### src/design/minimac_pkg.sv
// Minimac shared package with data widths, slot states, CSR register map and tx FSM states
package minimac_pkg;

	typedef logic [31:0] word_t;     // CSR and packet RAM data word
	typedef logic [29:0] wadr_t;     // Word address
	typedef logic [10:0] bcount_t;   // Frame byte count
	typedef logic [3:0]  nibble_t;   // One nibble on the rx or tx port
	typedef logic [1:0]  slot_state_t;

	// Receive slot life cycle, written by software and advanced by the rx stage
	localparam slot_state_t SLOT_FREE   = 2'd0;
	localparam slot_state_t SLOT_LOADED = 2'd1;
	localparam slot_state_t SLOT_DONE   = 2'd2;

	localparam int RAM_AW = 9;                  // 512 words of packet RAM
	localparam logic [3:0] CSR_BANK = 4'h0;
	localparam int NUM_SLOTS = 4;

	// CSR register map, index taken from csr_a[3:0]
	localparam logic [3:0] REG_RXRST       = 4'd0;
	localparam logic [3:0] REG_SLOT0_STATE = 4'd2;
	localparam logic [3:0] REG_TX_ADR      = 4'd14;
	localparam logic [3:0] REG_TX_REM      = 4'd15;

	// Each slot owns three registers: state, address, count
	localparam int SLOT_STRIDE    = 3;
	localparam int SLOT_OFS_STATE = 0;
	localparam int SLOT_OFS_ADR   = 1;
	localparam int SLOT_OFS_COUNT = 2;

	typedef enum logic [1:0] {
		TX_IDLE,
		TX_GAP,   // RAM read latency and inter-byte spacing
		TX_LOW,
		TX_HIGH
	} tx_state_e;

endpackage

### src/design/minimac_tx.sv
// Minimac transmit stage sending packet RAM bytes as nibble strobes, low nibble first
module minimac_tx (
	input  logic                  sys_clk,
	input  logic                  sys_rst,
	input  logic                  tx_valid,
	input  logic [1:0]            tx_bytecount,
	input  minimac_pkg::word_t    ram_rdat,
	output logic                  tx_next,
	output logic                  tx_nibble_stb,
	output minimac_pkg::nibble_t  tx_nibble,
	output logic                  tx_frame
);
	import minimac_pkg::*;

	tx_state_e state;
	logic gap_half;          // Second cycle of TX_GAP
	logic sending;           // First nibble of the frame is out
	logic [7:0] tx_byte;

	assign tx_byte = ram_rdat[{tx_bytecount, 3'b000} +: 8];
	assign tx_nibble_stb = (state == TX_LOW) | (state == TX_HIGH);
	assign tx_nibble = (state == TX_HIGH) ? tx_byte[7:4] : tx_byte[3:0];
	assign tx_next = state == TX_HIGH;
	assign tx_frame = (state == TX_LOW) | (sending & tx_valid);

	// Four cycles per byte, two of them in TX_GAP while the RAM word settles
	always_ff @(posedge sys_clk) begin
		if (sys_rst) begin
			state <= TX_IDLE;
			gap_half <= 1'b0;
			sending <= 1'b0;
		end else begin
			case (state)
				TX_IDLE: begin
					sending <= 1'b0;
					if (tx_valid)
						state <= TX_GAP;
				end
				TX_GAP: begin
					gap_half <= ~gap_half;
					if (gap_half)
						state <= tx_valid ? TX_LOW : TX_IDLE;
				end
				TX_LOW: begin
					sending <= 1'b1;
					state <= TX_HIGH;
				end
				TX_HIGH: state <= TX_GAP;
				default: state <= TX_IDLE;
			endcase
		end
	end

endmodule

### config.mk
export PLATFORM = sky130hd
export DESIGN_NAME = minimac_tx
export DESIGN_NICKNAME = d
export VERILOG_FILES = /design/src/design/minimac_pkg.sv /design/src/design/minimac_tx.sv
export SDC_FILE = /design/constraint.sdc
export NUM_CORES = 1
export LEC_CHECK = 0
export BUFFER_PORTS_ARGS = -buffer_cell sky130_fd_sc_hd__buf_2
export CAP_MARGIN = 0
export CORE_AREA = 2 2 39 41
export DETAILED_ROUTE_END_ITERATION = 12
export DIE_AREA = 0 0 41 43
export PLACE_DENSITY = 0.78
export REMOVE_ABC_BUFFERS = 1
export SYNTH_ARGS = -nofsm -noshare
export SYNTH_HDL_FRONTEND = slang
export SYNTH_SLANG_ARGS = --single-unit
### constraint.sdc
create_clock -name sys_clk -period 2.6 [get_ports sys_clk]
set_input_delay 0.13 -clock sys_clk [delete_from_list [all_inputs] [get_ports sys_clk]]
set_output_delay 0.13 -clock sys_clk [all_outputs]
set_load 0.02 [all_outputs]
# Word-level counts from Yosys, hierarchy flattened
# Cells that the tools add are included.
[word_totals]
in_bits = 37
regBits = 4
out_inout_bits = 7
ramBits = 0
mem_bits_ro = 0
n_memories = 0
latch_bits = 0
[op_classes]
n_bitwise = 4
mux = 6
eq_ne = 5
n_reduce_logical = 3
mul = 0
shifts = 1
addsub = 0
n_div = 0
n_lt_le_gt_ge = 0
[ops]
columns = ["cell", "count"]
rows = [
  ["32-bit by 6-bit indexed part select with 8-bit output", 1],
  ["2-bit case mux with 4 select lines", 1],
  ["2-bit 2-to-1 mux", 3],
  ["2-bit equality test, second input constant", 2],
  ["4-bit 2-to-1 mux", 1],
  ["2-bit != test, second input constant", 2],
  ["2-bit by 1-bit equality test with 1-bit output, second input constant", 1],
  ["2-bit logical NOT", 1],
  ["1-bit bitwise OR", 2],
  ["1-bit case mux with 2 select lines", 1],
  ["2-bit AND reduction", 1],
  ["2-bit nonzero test", 1],
  ["1-bit bitwise AND", 1],
  ["1-bit NOT", 1],
]

# Logic depth before layout (Yosys ltp)
[depth]
depth_word = 3
depth_mapped = 5

# Worst setup path after synthesis
# No wires, ideal clock.
[synth_timing]
path_kind = "flip-flop to output port"
from = "register state[0]"
to = "output tx_nibble[0]"
t_arrival_ps = 1549
n_path_buf = 1
t_required_ps = 2470
path_slack_ps = 921
stages_incl_launch_ff = 5
cell_sequence = "dfxtp_1 -> ha_1 -> clkbuf_1 -> mux4_1 -> mux2_2"
[synth_via]
elab_chain_len = 2
[synth_lines]
columns = ["item", "line_no", "text"]
rows = [
  ["start, declared", "minimac_tx.sv:15", "tx_state_e state;"],
  ["start signal, assigned", "minimac_tx.sv:42", "state <= tx_valid ? TX_LOW : TX_IDLE;"],
  ["2-bit equality test", "-", ""],
  ["named net tx_next", "minimac_tx.sv:8", "output logic tx_next,"],
  ["4-bit 2-to-1 mux", "minimac_tx.sv:22", "assign tx_nibble = (state == TX_HIGH) ? tx_byte[7:4] : tx_byte[3:0];"],
  ["end, declared", "minimac_tx.sv:10", "output minimac_pkg::nibble_t tx_nibble,"],
]
# The timed path passes the listed nets, and every way through them passes these cells.

# Worst setup path after layout
[layout_timing]
from = "register state[0]"
to = "output tx_nibble[0]"
[layout_via]
elab_chain_len = 2
[layout_lines]
columns = ["item", "line_no"]
rows = [
  ["2-bit equality test", "minimac_tx.sv:22"],
  ["4-bit 2-to-1 mux", "minimac_tx.sv:22"],
]
# No other way between the ends.

==> metrics.txt <==
Ports 44; Setup WS post-layout ~0.66 ns; Vias/cell between 5 and 6; Post-Route WL roughly 1300 um; drt pass-1 iters 2; DRC violations left 0; Antenna Cells 0; delay-heaviest family, CP multiplexers; startpoint types flop; Initial Util between 30% and 40%; Synth Area in Compound Gates under 10%; Worst EP arrival ~1.8 ns; critical-path cell list ha_1 > mux4_1 > mux2_2 > buf_2; area of the multi-input gates about 390 um2; Global Route Usage Sum ~15%; RSZ-0062 raised after global routing false; Leakage ~0.39 nW; core area 0.00138 mm2; Remaining Overflow, GRT 0; routed length per instance roughly 13 um; Post-Syn Area between 500 and 600 um2; maximum number of pins on one net before global-route repair 11; Filler cells between 100 and 150; I/O Buffers 43; CP Class reg2out; maximum clock insertion buffer count 2; ANT nets after route 0; vias in the first global route slightly above 500; max-cap violations 0; Rows 14; Synth Area in XOR/XNOR 1.74%; Final TNS setup 0 ns; share of post-route cells with drive strength above 1 about three fifths; Least-Margin Pin Slew about 0.36 ns; Reg clk slew, reported paths 0.04 ns; register area share after synthesis between 10% and 20%; critical-path maximum fanout 10; Max-slew headroom roughly three quarters; largest family of logic cells by synthesized area multiplexers; worst hold stages 2; Crit. End Element output pin; Vias between 500 and 600; Period minus WS final 1.94 ns; Critical Path Max Stage Delay around 0.40 ns; fin util between 50 and 60%; Avg Inst Size Synth roughly 12 um2; Yosys Warn Count 0; post-cts hold buffer count 0; non-filler instance count after layout slightly above 100; status completed; Placed Cells between 90 and 100; Syn Inst Count between 40 and 50; Adder-Cell Fraction of Synth Area under 10%; CP max stage cell ha_1; GP Congestion roughly 0.67; cts bufs inserted 3; final worst-path cycle share about three quarters; DIE HEIGHT approximately 43 um; Die X-Extent ~41 um; Sequential cell area around 80 um2; Final Hold Viols 0; Placement Setup Slack around 0.9 ns; CTS tree yes; Sink Count 4; root buffer cell clkbuf_4; post-CTS setup buffers 0; clk_skew just under 0.003 ns; R2R cell count 5; WP data required approximately 2.5 ns; nets between 100 and 150; total power around 250 uW; Area Overhead vs Synth 48.1%; mux share of post-synthesis cell area around half; Netlist cell types 15; Worst Hold Class in2reg; worst vdd ir 0.000320 V; Final setup violation count 0; first-pass GRT wire length ~1900 um; WP buf/inv 1; Final HPWL DP approximately 1100 um; initial antenna violation count 0; Post-Synth Simple-Gate Area ~8.4%; Power Density about 340 mW/mm2; die area approximately 0.0018 mm2; Starting DRT DRC Count 1; register bit total from synthesis 4; # H-tree levels 1; PostCTS Resize Cnt 0; Stages on worst setup path 4; Final Max Tran Viols 0; Peak Freq between 500 and 600 MHz; Clk Latency, worst-skew pair around 0.23 ns
layout by cell type, fill, tap and decap left out:
master,synthesis,final
xnor2_1,1,1
a21oi_1,4,4
buf_2,0,43
or4b_1,1,1
ha_1,4,4
mux4_1,8,8
clkbuf_4,0,3
nor2b_1,2,2
nor2_1,2,2
dfxtp_1,4,4
inv_1,4,4
a21o_1,1,1
mux2_2,4,4
or2_2,2,2
o21ai_0,2,2
metrics by stage:
stage          hold WS [ns]  instance area (um2)
5_1_grt               0.109                  747
4_1_cts              0.0920                  747
3_5_place_dp          0.346                  724
2_1_floorplan         0.199                  489
3_3_place_gp          0.344                  724
6_report             0.0996                  747
cell usage after synthesis (all sizes together):
cell type | n | area, um2
inv | 4 | 15.0
a21oi | 4 | 20.0
o21ai | 2 | 10.0
nor2 | 2 | 7.51
or2 | 2 | 12.5
ha | 4 | 50.1
or4b | 1 | 10.0
nor2b | 2 | 12.5
clkbuf | 1 | 3.75
mux4 | 8 | 210
a21o | 1 | 7.51
xnor2 | 1 | 8.76
mux2 | 4 | 45.0
buf | 1 | 11.3
dfxtp | 4 | 80.1
metal layers:
layer | wire, um | vias up | GRT usage (%)
li1 | - | 254 | -
met1 | 494 | 226 | 14.1
met2 | 620 | 33 | 27.8
met3 | 185 | 2 | 4.71
met4 | 19 | 0 | 8.00
met5 | 0 | - | 0
sequential cells by signal (all words and copies together), names as in the netlist:
signal    count
gap_half      1
state         2
sending       1
where the power goes:
group / switching (mW) / internal [mW]
Clock: 0.0248 / 0.0516
Sequential: 0.00589 / 0.0677
Combinational: 0.0421 / 0.0599
cells by family (layout without fill, tap and decap cells):
group                    after synthesis  after routing
AO/OA/AOI/OAI                          7              7
XOR/XNOR                               1              1
adder cells (fa/ha/maj)                4              4
buffers and inverters                  6             50
flip-flops                             4              4
multiplexers                          12             12
AND/OR/NAND/NOR                        7              7
final timing paths:
check                start           end  slack, ns
setup / recovery  state[0]  tx_nibble[0]       0.66
hold reg to reg    sending       sending       0.49
setup reg to reg  state[0]      state[1]       1.03
hold / removal     sys_rst      state[1]        0.1
layout make-up:
type                    count  share of cell area (%)
clock buffers               3                    3.02
multi-input cells          31                    52.8
well taps                  16                    2.68
repair buffers             43                    28.8
inverters                   4                    2.01
flip-flops and latches      4                    10.7
Power figures use the tool's default switching activity.
