File: config.mk
export PLATFORM = sky130hd
export DESIGN_NAME = minimac_ctlif
export DESIGN_NICKNAME = d
export VERILOG_FILES = /design/src/design/minimac_pkg.sv /design/src/design/minimac_ctlif.sv
export SDC_FILE = /design/constraint.sdc
export NUM_CORES = 1
export LEC_CHECK = 0
export BUFFER_PORTS_ARGS = -buffer_cell sky130_fd_sc_hd__buf_2
export CAP_MARGIN = 25
export CORE_AREA = 2 2 182 184
export CTS_CLUSTER_DIAMETER = 150
export DETAILED_ROUTE_END_ITERATION = 7
export DIE_AREA = 0 0 184 186
export SKIP_CTS_REPAIR_TIMING = 1
export SYNTH_ARGS = -nofsm -noshare
export SYNTH_HDL_FRONTEND = slang
export SYNTH_SLANG_ARGS = --single-unit
File: constraint.sdc
create_clock -name sys_clk -period 2.7 [get_ports sys_clk]
set_input_delay 0.54 -clock sys_clk [delete_from_list [all_inputs] [get_ports sys_clk]]
set_output_delay 0.54 -clock sys_clk [all_outputs]
set_load 0.01 [all_outputs]
File: src/design/minimac_pkg.sv
// Minimac shared package with data widths, slot states, CSR register map and tx FSM states
package minimac_pkg;

	typedef logic [31:0] word_t;     // CSR and packet RAM data word
	typedef logic [29:0] wadr_t;     // Word address
	typedef logic [10:0] bcount_t;   // Frame byte count
	typedef logic [3:0]  nibble_t;   // One nibble on the rx or tx port
	typedef logic [1:0]  slot_state_t;

	// Receive slot life cycle, written by software and advanced by the rx stage
	localparam slot_state_t SLOT_FREE   = 2'd0;
	localparam slot_state_t SLOT_LOADED = 2'd1;
	localparam slot_state_t SLOT_DONE   = 2'd2;

	localparam int RAM_AW = 9;                  // 512 words of packet RAM
	localparam logic [3:0] CSR_BANK = 4'h0;
	localparam int NUM_SLOTS = 4;

	// CSR register map, index taken from csr_a[3:0]
	localparam logic [3:0] REG_RXRST       = 4'd0;
	localparam logic [3:0] REG_SLOT0_STATE = 4'd2;
	localparam logic [3:0] REG_TX_ADR      = 4'd14;
	localparam logic [3:0] REG_TX_REM      = 4'd15;

	// Each slot owns three registers: state, address, count
	localparam int SLOT_STRIDE    = 3;
	localparam int SLOT_OFS_STATE = 0;
	localparam int SLOT_OFS_ADR   = 1;
	localparam int SLOT_OFS_COUNT = 2;

	typedef enum logic [1:0] {
		TX_IDLE,
		TX_GAP,   // RAM read latency and inter-byte spacing
		TX_LOW,
		TX_HIGH
	} tx_state_e;

endpackage

File: src/design/minimac_ctlif.sv
// Minimac control interface with CSR decode, rx slot bookkeeping, tx pointers and interrupts
module minimac_ctlif #(
	parameter logic [3:0] csr_addr = 4'h0
) (
	input  logic                sys_clk,
	input  logic                sys_rst,

	input  logic [13:0]         csr_a,
	input  logic                csr_we,
	input  minimac_pkg::word_t  csr_di,
	output minimac_pkg::word_t  csr_do,

	output logic                irq_rx,
	output logic                irq_tx,

	output logic                rx_rst,
	output logic                rx_valid,
	output minimac_pkg::wadr_t  rx_adr,
	input  logic                rx_resetcount,
	input  logic                rx_incrcount,
	input  logic                rx_endframe,

	output logic                tx_valid,
	output minimac_pkg::wadr_t  tx_adr,
	output logic [1:0]          tx_bytecount,
	input  logic                tx_next
);
	import minimac_pkg::*;

	slot_state_t slot_state [NUM_SLOTS];
	wadr_t slot_adr [NUM_SLOTS];
	bcount_t slot_count [NUM_SLOTS];
	logic [NUM_SLOTS-1:0] slot_sel;    // One-hot, first loaded slot
	logic [NUM_SLOTS-1:0] slot_done;
	bcount_t tx_remaining;
	logic csr_selected;
	logic csr_write;
	logic [3:0] reg_idx;
	word_t csr_rdata;
	logic tx_valid_r;
	logic tx_valid_rr;

	function automatic logic [3:0] slot_reg(input int slot, input int ofs);
		return 4'(int'(REG_SLOT0_STATE) + SLOT_STRIDE * slot + ofs);
	endfunction

	assign csr_selected = csr_a[13:10] == csr_addr;
	assign csr_write = csr_selected & csr_we;
	assign reg_idx = csr_a[3:0];
	assign tx_valid = tx_remaining != '0;
	assign rx_valid = |slot_sel;

	// Slot 0 has the highest priority
	always_comb begin
		slot_sel = '0;
		rx_adr = '0;
		for (int i = 0; i < NUM_SLOTS; i++) begin
			slot_done[i] = slot_state[i] == SLOT_DONE;
			if (slot_state[i] == SLOT_LOADED && slot_sel == '0) begin
				slot_sel[i] = 1'b1;
				rx_adr = slot_adr[i];
			end
		end
	end

	always_ff @(posedge sys_clk) begin
		if (sys_rst) begin
			rx_rst <= 1'b1;
			tx_remaining <= '0;
			tx_adr <= '0;
			tx_bytecount <= '0;
			for (int i = 0; i < NUM_SLOTS; i++) begin
				slot_state[i] <= SLOT_FREE;
				slot_count[i] <= '0;
			end
		end else begin
			if (tx_next) begin
				tx_remaining <= tx_remaining - 11'd1;
				tx_bytecount <= tx_bytecount + 2'd1;
				if (tx_bytecount == 2'd3)
					tx_adr <= tx_adr + 30'd1;  // Word fully sent
			end
			if (csr_write && reg_idx == REG_RXRST)
				rx_rst <= csr_di[0];
			if (csr_write && reg_idx == REG_TX_ADR)
				tx_adr <= csr_di[31:2];
			if (csr_write && reg_idx == REG_TX_REM) begin
				tx_remaining <= csr_di[10:0];
				tx_bytecount <= '0;              // Restart at byte lane 0
			end
			for (int i = 0; i < NUM_SLOTS; i++) begin
				if (csr_write && reg_idx == slot_reg(i, SLOT_OFS_STATE)) begin
					slot_state[i] <= csr_di[1:0];
					slot_count[i] <= '0;
				end
				if (slot_sel[i] && rx_resetcount)
					slot_count[i] <= '0;
				if (slot_sel[i] && rx_incrcount)
					slot_count[i] <= slot_count[i] + 11'd1;
				if (slot_sel[i] && rx_endframe)
					slot_state[i] <= SLOT_DONE;
			end
		end
	end

	always_ff @(posedge sys_clk) begin
		for (int i = 0; i < NUM_SLOTS; i++) begin
			if (csr_write && reg_idx == slot_reg(i, SLOT_OFS_ADR))
				slot_adr[i] <= csr_di[31:2];
		end
	end

	// Unmapped indices, including the former PHY register, read zero
	always_comb begin
		csr_rdata = '0;
		if (reg_idx == REG_RXRST)
			csr_rdata = word_t'(rx_rst);
		if (reg_idx == REG_TX_ADR)
			csr_rdata = {tx_adr, 2'b00};
		if (reg_idx == REG_TX_REM)
			csr_rdata = word_t'(tx_remaining);
		for (int i = 0; i < NUM_SLOTS; i++) begin
			if (reg_idx == slot_reg(i, SLOT_OFS_STATE))
				csr_rdata = word_t'(slot_state[i]);
			if (reg_idx == slot_reg(i, SLOT_OFS_ADR))
				csr_rdata = {slot_adr[i], 2'b00};
			if (reg_idx == slot_reg(i, SLOT_OFS_COUNT))
				csr_rdata = word_t'(slot_count[i]);
		end
	end

	always_ff @(posedge sys_clk) begin
		if (sys_rst)
			csr_do <= '0;
		else
			csr_do <= csr_selected ? csr_rdata : '0;
	end

	// irq_tx fires two cycles after the last byte drains tx_remaining
	always_ff @(posedge sys_clk) begin
		if (sys_rst) begin
			irq_rx <= 1'b0;
			irq_tx <= 1'b0;
			tx_valid_r <= 1'b0;
			tx_valid_rr <= 1'b0;
		end else begin
			irq_rx <= |slot_done;
			tx_valid_r <= tx_valid;
			tx_valid_rr <= tx_valid_r;
			irq_tx <= tx_valid_rr & ~tx_valid_r;
		end
	end

endmodule

Word level (Yosys, flattened, before mapping). Memories as Yosys holds them, arrays and structs flattened. Cells that the tools add are included.

Register bits: 80. Memory bits (writable): 172. Output and inout bits: 99. Input bits: 53. Memories: 3.

Memories: slot_adr (words 4, bits a word 30, read ports 4, clocked after memory_dff 0, wr ports 1, RTL line minimac_ctlif.sv:31) `wadr_t slot_adr [NUM_SLOTS];`; slot_count (words 4, bits a word 11, read ports 4, clocked after memory_dff 0, wr ports 4, RTL line minimac_ctlif.sv:32) `bcount_t slot_count [NUM_SLOTS];`; slot_state (words 4, bits a word 2, read ports 4, clocked after memory_dff 0, wr ports 4, RTL line minimac_ctlif.sv:30) `slot_state_t slot_state [NUM_SLOTS];`.

Multiplexer cells: 115. Bitwise operators: 25. Equality and inequality tests: 23. Reductions and logical operators: 43. Add/sub/neg operators: 7.

Operator list (count): two-way mux 32 bit (13); two-way mux 30 bit (10); two-way mux 11 bit (15); OR reduction 30 bit (3); two-way mux 1 bit (66); adder 11 x 1 -> 11 bit (second input constant) (4); equality test 4 bit (second input constant) (8); adder 30 x 1 -> 30 bit (second input constant) (1); logical AND 1 bit (26); two-way mux 2 bit (11); OR 1 bit (20); equality test 4 x 3 -> 1 bit (second input constant) (4); nonzero test 11 bit (1); subtractor 11 x 1 -> 11 bit (second input constant) (1); equality test 2 bit (second input constant) (5); equality test 2 x 1 -> 1 bit (second input constant) (4); equality test 4 x 2 -> 1 bit (second input constant) (2); logical NOT 4 bit (2); OR reduction 4 bit (2); nonzero test 2 bit (3); OR reduction 2 bit (2); logical NOT 3 bit (1); inverter 1 bit (3); OR reduction 3 bit (1); other kinds (4) (5).

Longest topological paths before layout. An unclocked memory read counts as a cell.

Depth in word-level cells: 18. Gate-level depth with buffers: 8.

Worst setup path after synthesis. Ideal clock, no wire load.

Kind: in2reg. Start: input port csr_a[11]. End: memory slot_adr[0][0] (netlist name), enable pin. Buffers on the path: 2. Data arrival time: 2.415 ns. Required time: 2.310 ns. Slack: -0.104 ns. Stages on the path: 5. Path through: nor4_2 > and2_1 > clkbuf_1 > clkbuf_1 > and3_1.

Longest elaborated chain between the ends: 9.

Ends and longest elaborated chain: start: declaration (RTL line minimac_ctlif.sv:8) `input logic [13:0] csr_a,`; logical NOT 4 bit (*) (RTL line minimac_ctlif.sv:47) `assign csr_selected = csr_a[13:10] == csr_addr;`; AND 1 bit (*) (RTL line minimac_ctlif.sv:48) `assign csr_write = csr_selected & csr_we;`; logical AND 1 bit (RTL line minimac_ctlif.sv:108) `if (csr_write && reg_idx == slot_reg(i, SLOT_OFS_ADR))`; two-way mux 1 bit (RTL line minimac_ctlif.sv:108); two-way mux 1 bit (implied by the code) (RTL line minimac_ctlif.sv:109) `slot_adr[i] <= csr_di[31:2];`; OR reduction 30 bit (no source line); two-way mux 2 bit (no source line) / two-way mux 1 bit (equally long branches) (3 in series); end: declaration (RTL line minimac_ctlif.sv:31).

Mark *: on every way between the ends. The rest lies on a longest branch, timed or not.

==> results.md <==
- Status: complete, but fails checks
- Failing checks: negative setup slack
- Nets: 1409
- Worst Path Required: 2.16 ns
- CP Cell Sequence: nor2b_4, buf_12, nor3b_4, buf_12, a222oi_1, a21oi_1, buf_2
- Remaining global-route overflow: 0
- Syn-to-layout area delta: 20.42%
- Period utilisation layout: 1.050
- Port bufs: 145
- Core Area: 32210 um^2
- Post-synth top area share: 0.4137
- Crit path max fanout: 34
- Family with the most delay on the worst path: compound AO/OA/AOI/OAI gates
- Most frequent cell after synthesis: edfxtp_1
- Via count: 10620
- Fin Setup TNS: -2.089 ns
- Starting Density: 0.3876
- Placed Area: 13850 um^2
- Max VDD drop: 0.4859 mV
- CTS tree: yes
- Yosys reg bits: 252
- Final hold vios: 0
- Htree depth: 1
- Worst-path clk slew: 0.06 ns
- # clock sinks: 252
- Final ANT Viol Nets: 0
- Post-synthesis sequential area ratio: 0.5420
- Dominant cells by area after synthesis: edfxtp_1 (41%), dfxtp_1 (13%), nor2_1 (3.8%)
- Synth top cells by count: edfxtp_1 (172), nor2_1 (126), nand2_1 (102)
- DIE HEIGHT: 186 um
- Synth Warn #: 0
- Rows: 66
- Crit path buf inv count: 3
- Clock Path Buffers: 3
- Initial antenna violation count: 2
- Worst Setup SP: slot_state[0][1]
- Worst path max stage delay: 0.48 ns
- Syn Std Cell Area: 12480 um^2
- Reg-to-Reg Start: tx_adr[7]
- Placed cell count: 1721
- Total CTS buffers: 28
- Primary FF master, synth: edfxtp_1
- Total Power: 9.409 mW
- Synth unique cells: 60
- HP Start: csr_di[12]
- DRT Pass-1 Iters: 7
- Drt drc: 0
- I/O Pins: 152
- Pwr dens: 625.8 nW/um^2
- WL final: 39120 um
- Most frequent CP cell: buf_12
- Final setup vio count: 30
- Die area: 34220 um^2
- RSZ-0062 raised after global routing: yes
- Class of the worst hold path: in2reg
- Syn Nets: 1267
- Die Wd: 184 um
- F_max: 352.8 MHz
- Post-DR vias/cell: 5.968
- Critical-path top delay cell: edfxtp_1
- Slew @ Worst Pin: 0.6234 ns
- Ys async rst share: 0
- Global-route wire length before repair: 59300 um
- Worst-skew pair later-pin latency: 0.55 ns
- Share of post-route cells with drive strength above 1: 0.2217
- Max-slew violations: 0
- DRT iter0 DRCs: 1138
- Worst path arrival time: 2.29 ns
- CTS Root Cell: clkbuf_16
- Leading area contributor after synthesis: edfxtp_1
- Final worst slack: -0.1347 ns
- Worst clock skew: 0.01477 ns
- Worst slew margin: 0.5806
- Worst Setup Path Type: reg2out
- Post-Layout Cell Count: 1780
- Vias in the first global route: 10180
- EDFF count, synth: 172
- Syn avg cell area: 10.34 um^2
- All-Layer GR Usage: 0.2232
- Wirelength per Cell: 21.98 um
- Placed wire-length estimate: 27180 um
- Syn Inst Count: 1207
- Final min period: 2.835 ns
- Leakage power total: 5.323 nW
- Final Util: 0.4668
- Max_cap viols: 0
- CP endpoint kind: primary output
- Final GP Congestion: 0.8917
- Largest net degree at the start of global routing: 60
- CP Launch Type: flop
- Post-route cell area: 15030 um^2
-- final timing paths --
kind                           to  cells after the start  slack (ns)
setup / recovery        rx_adr[3]                      7       -0.13
hold / removal    slot_adr[0][10]                      1        0.22
setup reg to reg       tx_adr[20]                      4        0.57
hold reg to reg            irq_tx                      1        0.41
-- worst register-to-register path, delay by kind of cell, from the launching register on --
| kind | cells | cell delay [ns] |
|---|---|---|
| flops | 1 | 0.46 |
| compound gates | 1 | 0.26 |
| simple gates | 3 | 1.30 |
-- placed cells by master (no fill, tap or decap), types with 23 or more instances in the layout --
| master | synthesis | routed |
|---|---|---|
| edfxtp_1 | 172 | 172 |
| buf_2 | 13 | 145 |
| nor2_1 | 126 | 117 |
| nand2_1 | 102 | 102 |
| dfxtp_1 | 80 | 80 |
| a21oi_1 | 78 | 75 |
| buf_4 | 1 | 57 |
| nand3_1 | 40 | 40 |
| o21ai_0 | 38 | 38 |
| a222oi_1 | 30 | 30 |
| xor2_1 | 30 | 30 |
| clkbuf_16 | 0 | 30 |
| a31oi_1 | 29 | 29 |
| xnor2_1 | 26 | 26 |
| nand4_1 | 26 | 26 |
| a22oi_1 | 23 | 23 |
| a211oi_1 | 23 | 23 |
-- where the power goes --
part | switching, mW | leakage (nW) | internal [mW]
Combinational | 0.498 | 2.55 | 0.324
Clock | 1.61 | 0.500 | 2.66
Sequential | 0.107 | 2.27 | 4.21
Total | 2.22 | 5.32 | 7.19
-- flip-flops by register name, summed over array words and instances, names as in the netlist --
name	flops
csr_do	32
irq_rx	1
irq_tx	1
rx_rst	1
slot_adr	120
slot_count	44
slot_state	8
tx_adr	30
tx_bytecount	2
tx_remaining	11
tx_valid_r	1
tx_valid_rr	1
-- final cells by class --
type / count / area, um^2
multi-input combinational: 841 / 5323
clock inverter: 20 / 290.3
fill: 3047 / 17170
inverter: 15 / 56.30
timing repair buffer: 211 / 1339
clock buffer: 32 / 747.0
antenna: 1 / 2.502
sequential: 252 / 6766
tap: 408 / 510.5
-- per-stage QoR --
stage                     hold WS (ns)  worst slack [ns]
after global placement          0.3964            0.1872
final                           0.2229           -0.1347
after global routing            0.2138           -0.2376
after CTS                       0.2108           -0.4055
after floorplan                 0.3885           0.02071
after detailed placement        0.4011            0.1796
-- layer usage --
metal  wire, um  GRT usage
met5         13          0
met4       1017    0.07104
met2      18350     0.3641
met1      16710     0.3022
met3       3025    0.03933
-- cells by family (layout without fill, tap and decap cells) --
| kind of cell | count (synthesis) | count (layout) | share of synthesized area |
|---|---|---|---|
| flip-flops | 252 | 252 | 0.5420 |
| multiplexers | 4 | 4 | 0.003207 |
| AND/OR/NAND/NOR | 447 | 447 | 0.1856 |
| buffers and inverters | 114 | 278 | 0.03778 |
| AO/OA/AOI/OAI | 327 | 327 | 0.1851 |
| adder cells (fa/ha/maj) | 7 | 7 | 0.007015 |
| XOR/XNOR | 56 | 56 | 0.03929 |
| other | 0 | 1 | 0 |
Power figures use the tool's default switching activity.
