`config.mk`:
```
export PLATFORM = sky130hd
export DESIGN_NAME = minimac_rx
export DESIGN_NICKNAME = d
export VERILOG_FILES = /design/src/design/minimac_pkg.sv /design/src/design/minimac_rx.sv
export SDC_FILE = /design/constraint.sdc
export NUM_CORES = 1
export LEC_CHECK = 0
export ABC_AREA = 0
export BUFFER_PORTS_ARGS = -buffer_cell sky130_fd_sc_hd__buf_4
export CORE_MARGIN = 2
export CORE_UTILIZATION = 30
export DETAILED_ROUTE_END_ITERATION = 8
export GPL_ROUTABILITY_DRIVEN = 0
export HOLD_SLACK_MARGIN = 0.05
export PLACE_DENSITY = 0.56
export SLEW_MARGIN = 10
export SYNTH_ARGS = -nofsm -noshare
export SYNTH_HDL_FRONTEND = slang
export SYNTH_SLANG_ARGS = --single-unit
```
`constraint.sdc`:
```
create_clock -name sys_clk -period 9.4 [get_ports sys_clk]
set_input_delay 0 -clock sys_clk [delete_from_list [all_inputs] [get_ports sys_clk]]
set_output_delay 0 -clock sys_clk [all_outputs]
set_load 0.01 [all_outputs]
```
`src/design/minimac_pkg.sv`:
```
// Minimac shared package with data widths, slot states, CSR register map and tx FSM states
package minimac_pkg;

	typedef logic [31:0] word_t;     // CSR and packet RAM data word
	typedef logic [29:0] wadr_t;     // Word address
	typedef logic [10:0] bcount_t;   // Frame byte count
	typedef logic [3:0]  nibble_t;   // One nibble on the rx or tx port
	typedef logic [1:0]  slot_state_t;

	// Receive slot life cycle, written by software and advanced by the rx stage
	localparam slot_state_t SLOT_FREE   = 2'd0;
	localparam slot_state_t SLOT_LOADED = 2'd1;
	localparam slot_state_t SLOT_DONE   = 2'd2;

	localparam int RAM_AW = 9;                  // 512 words of packet RAM
	localparam logic [3:0] CSR_BANK = 4'h0;
	localparam int NUM_SLOTS = 4;

	// CSR register map, index taken from csr_a[3:0]
	localparam logic [3:0] REG_RXRST       = 4'd0;
	localparam logic [3:0] REG_SLOT0_STATE = 4'd2;
	localparam logic [3:0] REG_TX_ADR      = 4'd14;
	localparam logic [3:0] REG_TX_REM      = 4'd15;

	// Each slot owns three registers: state, address, count
	localparam int SLOT_STRIDE    = 3;
	localparam int SLOT_OFS_STATE = 0;
	localparam int SLOT_OFS_ADR   = 1;
	localparam int SLOT_OFS_COUNT = 2;

	typedef enum logic [1:0] {
		TX_IDLE,
		TX_GAP,   // RAM read latency and inter-byte spacing
		TX_LOW,
		TX_HIGH
	} tx_state_e;

endpackage

```
`src/design/minimac_rx.sv`:
```
// Minimac receive stage packing nibbles into little-endian words written to packet RAM
module minimac_rx (
	input  logic                             sys_clk,
	input  logic                             sys_rst,
	input  logic                             rx_rst,
	input  logic                             rx_valid,
	input  minimac_pkg::wadr_t               rx_adr,
	input  logic                             rx_dv,
	input  logic                             rx_nibble_stb,
	input  minimac_pkg::nibble_t             rx_nibble,
	output logic                             rx_resetcount,
	output logic                             rx_incrcount,
	output logic                             rx_endframe,
	output logic                             ram_we,
	output logic [minimac_pkg::RAM_AW-1:0]   ram_wadr,
	output minimac_pkg::word_t               ram_wdat
);
	import minimac_pkg::*;

	logic in_frame;
	logic accept;             // Frame is stored, latched at frame start
	logic hi_phase;           // Next nibble is the high half
	nibble_t lo_nib;
	word_t word_sr;
	logic [1:0] lane;         // Bytes already in word_sr
	logic [RAM_AW-1:0] woff;
	logic frame_start;
	logic nib_take;
	logic frame_end;
	logic [7:0] rx_byte;
	word_t word_next;

	assign frame_start = rx_nibble_stb & rx_dv & ~in_frame;
	assign nib_take = rx_nibble_stb & rx_dv & in_frame;
	assign frame_end = in_frame & ~rx_dv;
	assign rx_byte = {rx_nibble, lo_nib};
	assign word_next = {rx_byte, word_sr[31:8]};   // First byte ends in bits 7:0
	assign rx_resetcount = frame_start & ~rx_rst & rx_valid;

	always_ff @(posedge sys_clk) begin
		if (sys_rst) begin
			in_frame <= 1'b0;
			accept <= 1'b0;
			hi_phase <= 1'b0;
			lane <= '0;
			rx_incrcount <= 1'b0;
			rx_endframe <= 1'b0;
			ram_we <= 1'b0;
		end else begin
			rx_incrcount <= 1'b0;
			rx_endframe <= 1'b0;
			ram_we <= 1'b0;
			if (frame_start) begin
				in_frame <= 1'b1;
				accept <= ~rx_rst & rx_valid;
				hi_phase <= 1'b1;                  // Low nibble taken here
				lane <= '0;
			end else if (nib_take) begin
				hi_phase <= ~hi_phase;
				if (hi_phase) begin
					lane <= lane + 2'd1;
					rx_incrcount <= accept;
					ram_we <= accept & (lane == 2'd3);
				end
			end else if (frame_end) begin
				in_frame <= 1'b0;
				rx_endframe <= accept;
				ram_we <= accept & (lane != 2'd0); // Partial last word
			end
		end
	end

	always_ff @(posedge sys_clk) begin
		if (frame_start) begin
			lo_nib <= rx_nibble;
			woff <= '0;
		end else if (nib_take) begin
			if (!hi_phase) begin
				lo_nib <= rx_nibble;
			end else begin
				word_sr <= word_next;
				if (lane == 2'd3) begin
					ram_wadr <= rx_adr[RAM_AW-1:0] + woff;
					ram_wdat <= word_next;
					woff <= woff + 1'b1;
				end
			end
		end else if (frame_end) begin
			ram_wadr <= rx_adr[RAM_AW-1:0] + woff;
			ram_wdat <= word_sr >> {3'd4 - {1'b0, lane}, 3'b000};  // Zero-padded top
		end
	end

endmodule

```
; ---- Yosys cells after proc, flatten, opt, wreduce, memory -nomap -nowiden
; Cells that the tools add are included.
[classes]
multipliers = 0
n_addsub = 4
shifts = 1
n_mux = 19
n_lt_le_gt_ge = 0
n_reduce_logical = 13
n_bitwise = 16
div = 0
eq_ne = 5
[ops]
columns = cell, count
row1 = two-way mux 32 bit, 4
row2 = two-way mux 9 bit, 4
row3 = right shift 32 x 6 -> 32 bit, 1
row4 = two-way mux 4 bit, 3
row5 = adder 9 x 1 -> 9 bit (second input constant), 1
row6 = adder 9 bit, 1
row7 = AND 1 bit, 9
row8 = two-way mux 1 bit, 8
row9 = nonzero test 2 bit, 4
row10 = OR reduction 4 bit, 2
row11 = inverter 1 bit, 7
row12 = AND reduction 2 bit, 3
row13 = AND reduction 3 bit, 2
row14 = inequality test 2 x 1 -> 1 bit (second input constant), 2
row15 = inequality test 2 bit (second input constant), 2
row16 = AND reduction 4 bit, 1
row17 = subtractor 3 x 2 -> 3 bit (first input constant), 1
row18 = adder 2 x 1 -> 2 bit (second input constant), 1
row19 = == test 2 bit (second input constant), 1
row20 = OR reduction 2 bit, 1
[word_totals]
latch_bits = 0
ramBits = 0
memories = 0
mem_bits_ro = 0
output_inout_bits = 45
in_bits = 40
wordCells = 70
regBits = 94

; ---- Depth between registers and ports, before layout
[depth]
depth_word = 5
depth_mapped = 9
mapped_depth_nobuf = 6

; ---- Least setup slack after synthesis
; Ideal clock, no wire load.
[synth_path]
path_kind = register to register
start = register lane[0]
end = register ram_wadr[0] (netlist name), enable pin
synth_period_minus_slack_ns = 4.176
path_stages_with_launch = 4
arrival_time_ns = 3.674
path_buffers = 0
setup_ns = 0.502
setup_slack_ns = 5.224
t_required_ns = 8.898
path_cell_list = dfxtp_1 ha_1 nand3_1 a21boi_0
[synth_via]
elab_chain_cells = 3
[synth_lines]
columns = element, line_no
row1 = "start, declared", minimac_rx.sv:25  ; logic [1:0] lane;
row2 = "start signal, assigned", minimac_rx.sv:61  ; lane <= lane + 2'd1;
row3 = == test 2 bit, minimac_rx.sv:82  ; if (lane == 2'd3) begin
row4 = inequality test 2 x 1 -> 1 bit (no source line), n/a
row5 = AND reduction 4 bit (no source line), n/a
row6 = "end signal, assigned", minimac_rx.sv:83  ; ram_wadr <= rx_adr[RAM_AW-1:0] + woff;
row7 = "end signal, assigned", minimac_rx.sv:89  ; ram_wadr <= rx_adr[RAM_AW-1:0] + woff;
row8 = "end, declared", minimac_rx.sv:15  ; output logic [minimac_pkg::RAM_AW-1:0] ram_wadr,
; Every way passes these cells.
; A chain may end at the register's enable or synchronous reset.

; ---- Worst setup path after layout
[layout_path]
start = register lane[0]
end = register ram_wdat[17] (data pin)
[layout_via]
elab_chain_cells = 4
[layout_lines]
columns = element, line_no
row1 = subtractor 3 x 2 -> 3 bit, minimac_rx.sv:90  ; ram_wdat <= word_sr >> {3'd4 - {1'b0, lane}, 3'b000};
row2 = right shift 32 x 6 -> 32 bit, minimac_rx.sv:90
row3 = two-way mux 32 bit, minimac_rx.sv:88  ; end else if (frame_end) begin
row4 = two-way mux 32 bit, minimac_rx.sv:77  ; end else if (nib_take) begin
row5 = "end signal, assigned", minimac_rx.sv:84  ; ram_wdat <= word_next;
row6 = "end signal, assigned", minimac_rx.sv:90
row7 = "end, declared", minimac_rx.sv:16  ; output minimac_pkg::word_t ram_wdat
; Every way passes these cells. The select of a mux whose other input is x is not followed.

==> summary.txt <==
OUTCOME
--------------------------------------------------------------------------------
Run status ........................................................    completed

MIN PATH
--------------------------------------------------------------------------------
Min-delay worst type ..............................................    in -> reg
Cell depth of the worst hold path .................................            3

WORST SETUP PATH
--------------------------------------------------------------------------------
Critical Path Sink ................................................ ram_wdat[17]
Launching element type of the critical path .......................     register
Internal reg-to-reg setup slack ...................................      6940 ps
Path length in cells of the critical path .........................            4
Type of the worst setup path ......................................   reg -> reg
Critical path peak fanout .........................................           20
Number of cell instances on the worst register-to-register path ...            4
Crit path capture type ............................................     register
Endpoint arrival time on the critical path ........................      2660 ps
Worst EP required .................................................      9600 ps
WP buf/inv ........................................................            1
Slowest cell on the critical path ................................. sky130_fd_sc_hd__nor4_4
Cell family with the largest share of critical-path delay ......... simple AND/OR/NAND/NOR gates
Startpoint of the worst-slack reg-to-reg timing path ..............      lane[0]
Critical-path cell list ........................................... inv_1, ha_1, nor4_4, a22o_1
Critical path startpoint ..........................................      lane[0]
Reg-to-Reg End .................................................... ram_wdat[17]
CP peak stage delay ...............................................      1030 ps

ROUTING
--------------------------------------------------------------------------------
Total number of vias ..............................................         2564
Drt initial violations ............................................          121
Count of unresolved DRC violations after routing ..................            0
Detailed Routing Iterations Pass 1 ................................            4
Total routed wirelength ...........................................     8.224 mm
Detailed-route vias per instance ..................................        4.722
Number of routed nets with antenna violations .....................            0
Final routed wire length divided by cell count ....................     15.15 um

YOSYS
--------------------------------------------------------------------------------
Post-synthesis average cell area ..................................    14.72 um2
Distinct cell type count of the synthesized netlist ...............           45
Mux cell area share after synthesis ...............................       7.718%
Yosys reg bits ....................................................           94
Total number of yosys warnings ....................................            0
Synth Area in XOR/XNOR ............................................       2.733%
Simple-Gate Fraction of Synth Area ................................       8.168%
Adder and majority cell fraction of the synthesized area ..........       3.784%
Combinational family with the most area after synthesis ........... compound AO/OA/AOI/OAI gates
Share of synthesized area occupied by flip-flops and latches ......       63.66%
EDFF count, synth .................................................           77
Cell count after synthesis ........................................          283
Synth async-reset ratio ...........................................           0%
Post-Synthesis Cell Area .......................................... 0.004166 mm2
Post-synthesis compound-gate area fraction ........................       11.14%
Syn nets ..........................................................          335
Most frequently used flop master after synthesis .................. sky130_fd_sc_hd__edfxtp_1

POWER AND IR DROP
--------------------------------------------------------------------------------
Pwr/cell area ..................................................... 159.4 mW/mm2
Static leakage power ..............................................     1.867 nW
Part of the total power dissipated in sequential elements .........        55.0%
Switching pwr .....................................................    0.1765 mW
Combinational share of power ......................................         4.1%
Maximum resistive drop on vdd .....................................   0.06786 mV
Clock share of power ..............................................        40.9%
Sw Ratio ..........................................................       21.34%
Internal power summed over all cells ..............................    0.6505 mW
Total Power Consumption ...........................................    0.8270 mW

CLOCK NETWORK
--------------------------------------------------------------------------------
CTS HTree Levels ..................................................            3
Maximum clock path buffer count ...................................            2
Clock tree from TritonCTS .........................................         done
Post_cts resized ..................................................            0
Hold-fix buffers at CTS ...........................................           11
Sink count of the clock tree ......................................           94
Skew-Pair Late Insertion Delay ....................................       340 ps
Setup bufs post-CTS ...............................................            0
Clock transition at path regs .....................................        60 ps
Clock buffer count from CTS .......................................            9
Clock Root Buffer ................................................. sky130_fd_sc_hd__clkbuf_16

DIE
--------------------------------------------------------------------------------
X dimension of the die ............................................     121.9 um
Die Outline Area ..................................................  0.01485 mm2
Ports .............................................................           85
Std cell rows .....................................................           43
Placeable core region .............................................  0.01372 mm2
Starting Density ..................................................       30.37%
Height of the die .................................................     121.9 um

TIMING
--------------------------------------------------------------------------------
Setup WS post-layout ..............................................      6939 ps
Setup TNS .........................................................         0 ps
RSZ-0062 raised after global routing ..............................           no
Final Skew ........................................................     6.651 ps
Number of pins with negative max-slew slack in the final report ...            0
Slew headroom .....................................................       30.01%
Final clock period utilization by the worst path ..................       26.18%
Final hold violations .............................................            0
Min Tclk post-route ...............................................      2461 ps
Setup Viol. Count Final ...........................................            0
Transition time at the pin with the least slew margin .............      1042 ps
Achievable Freq ...................................................    406.4 MHz

RUN
--------------------------------------------------------------------------------
Max-capacitance violation count ...................................            0

FINISH
--------------------------------------------------------------------------------
Leading cell types in the layout, fill and taps excluded .......... sky130_fd_sc_hd__edfxtp_1, sky130_fd_sc_hd__buf_4, sky130_fd_sc_hd__a22o_1
Most common cell after layout, fill and taps aside ................ sky130_fd_sc_hd__edfxtp_1
Final standard cell utilization of the core .......................       37.82%
Area growth from synthesis to layout ..............................       24.53%
# nets final ......................................................          410
Fraction of final layout cells with drive strength greater than 1 .       27.55%
Antenna cells .....................................................            0

PLACE
--------------------------------------------------------------------------------
Detail Placement HPWL .............................................     5.321 mm
Port bufs .........................................................           63
Post-Place Setup Slack ............................................      6953 ps

GLOBAL ROUTING
--------------------------------------------------------------------------------
Pin count of the biggest net entering global routing ..............           42
Global router's overall resource usage ............................       11.40%
Via count of the first global-routing pass ........................         2512
Remaining global-route overflow ...................................            0
First-pass GRT wire length ........................................     12.99 mm
Antenna violations before repair ..................................            0

==> sequential cells by signal, summed over array words and instances (netlist names), 2 cells and up <==
name      cells
word_sr      32
lo_nib        4
lane          2
ram_wadr      9
woff          9
ram_wdat     32
==> cells by family after synthesis <==
kind of cell               count (synthesis)
AOI/OAI and AO/OA                         62
xor gates and xnor gates                  13
adders and majority gates                 12
buffers and inverters                     19
DFF                                       94
muxes                                     22
and+or+nand+nor                           61
==> power by group through the flow <==
stage               Sequential [mW]  Combinational [mW]  Clock (mW)
finish                        0.455              0.0342       0.338
global route                  0.455              0.0376       0.362
detailed placement            0.464              0.0312           0
CTS                           0.455              0.0348       0.346
global placement              0.464              0.0306           0
floorplan                     0.465              0.0146           0
==> cell usage after synthesis, types with 3 or more instances <==
| cell | n | area [um2] |
|---|---|---|
| sky130_fd_sc_hd__a21oi_1 | 10 | 50.05 |
| sky130_fd_sc_hd__a22o_1 | 32 | 280.3 |
| sky130_fd_sc_hd__buf_2 | 8 | 40.04 |
| sky130_fd_sc_hd__dfxtp_1 | 17 | 340.3 |
| sky130_fd_sc_hd__edfxtp_1 | 77 | 2312 |
| sky130_fd_sc_hd__ha_1 | 11 | 137.6 |
| sky130_fd_sc_hd__inv_1 | 6 | 22.52 |
| sky130_fd_sc_hd__mux2i_1 | 13 | 130.1 |
| sky130_fd_sc_hd__mux4_2 | 8 | 180.2 |
| sky130_fd_sc_hd__nand2_1 | 21 | 78.83 |
| sky130_fd_sc_hd__nand3_1 | 3 | 15.01 |
| sky130_fd_sc_hd__nand4_1 | 3 | 18.77 |
| sky130_fd_sc_hd__nor2_1 | 9 | 33.78 |
| sky130_fd_sc_hd__nor3_1 | 8 | 40.04 |
| sky130_fd_sc_hd__o21ai_0 | 9 | 45.04 |
| sky130_fd_sc_hd__xnor2_1 | 9 | 78.83 |
| sky130_fd_sc_hd__xor2_1 | 4 | 35.03 |
==> metrics by stage <==
step	area, um2	hold WS (ps)	instances
floorplan	4167	78.08	283
global placement	4805	197.7	516
detailed placement	4805	202.0	516
CTS	5189	163.4	543
global route	5189	187.9	543
finish	5189	168.5	543
==> cell type report <==
type,count,area (um2)
fillers,1304,8531
inverters,6,22.52
clock inverters,6,45.04
multi-input cells,170,1409
flip-flops and latches,94,2653
clock buffers,10,229.0
well taps,180,225.2
repair buffers,77,605.6
==> routing by layer <==
layer  GRT usage, %  up-vias  share of wire [%]
met5              0        -                  0
met4          5.172        0                1.6
met3          1.966        9                3.2
met2          18.68       46                 48
met1          14.77     1255                 47
li1               -     1254                  -
==> worst min-delay path, cell delays in order <==
cell	delay, ps
sky130_fd_sc_hd__buf_4	80
sky130_fd_sc_hd__ha_1	190
sky130_fd_sc_hd__xnor2_1	120
==> worst min path at each step <==
stage | slack (ps) | to | start
6_report | 170 | ram_wadr[4] | rx_adr[4]
5_1_grt | 190 | ram_wadr[6] | rx_adr[6]
4_1_cts | 160 | ram_wadr[4] | rx_adr[4]
3_5_place_dp | 200 | lo_nib[1] | rx_nibble[1]
3_3_place_gp | 200 | word_sr[29] | rx_nibble[1]
2_1_floorplan | 80 | rx_endframe | rx_dv
(Power assumes the default switching activity.)
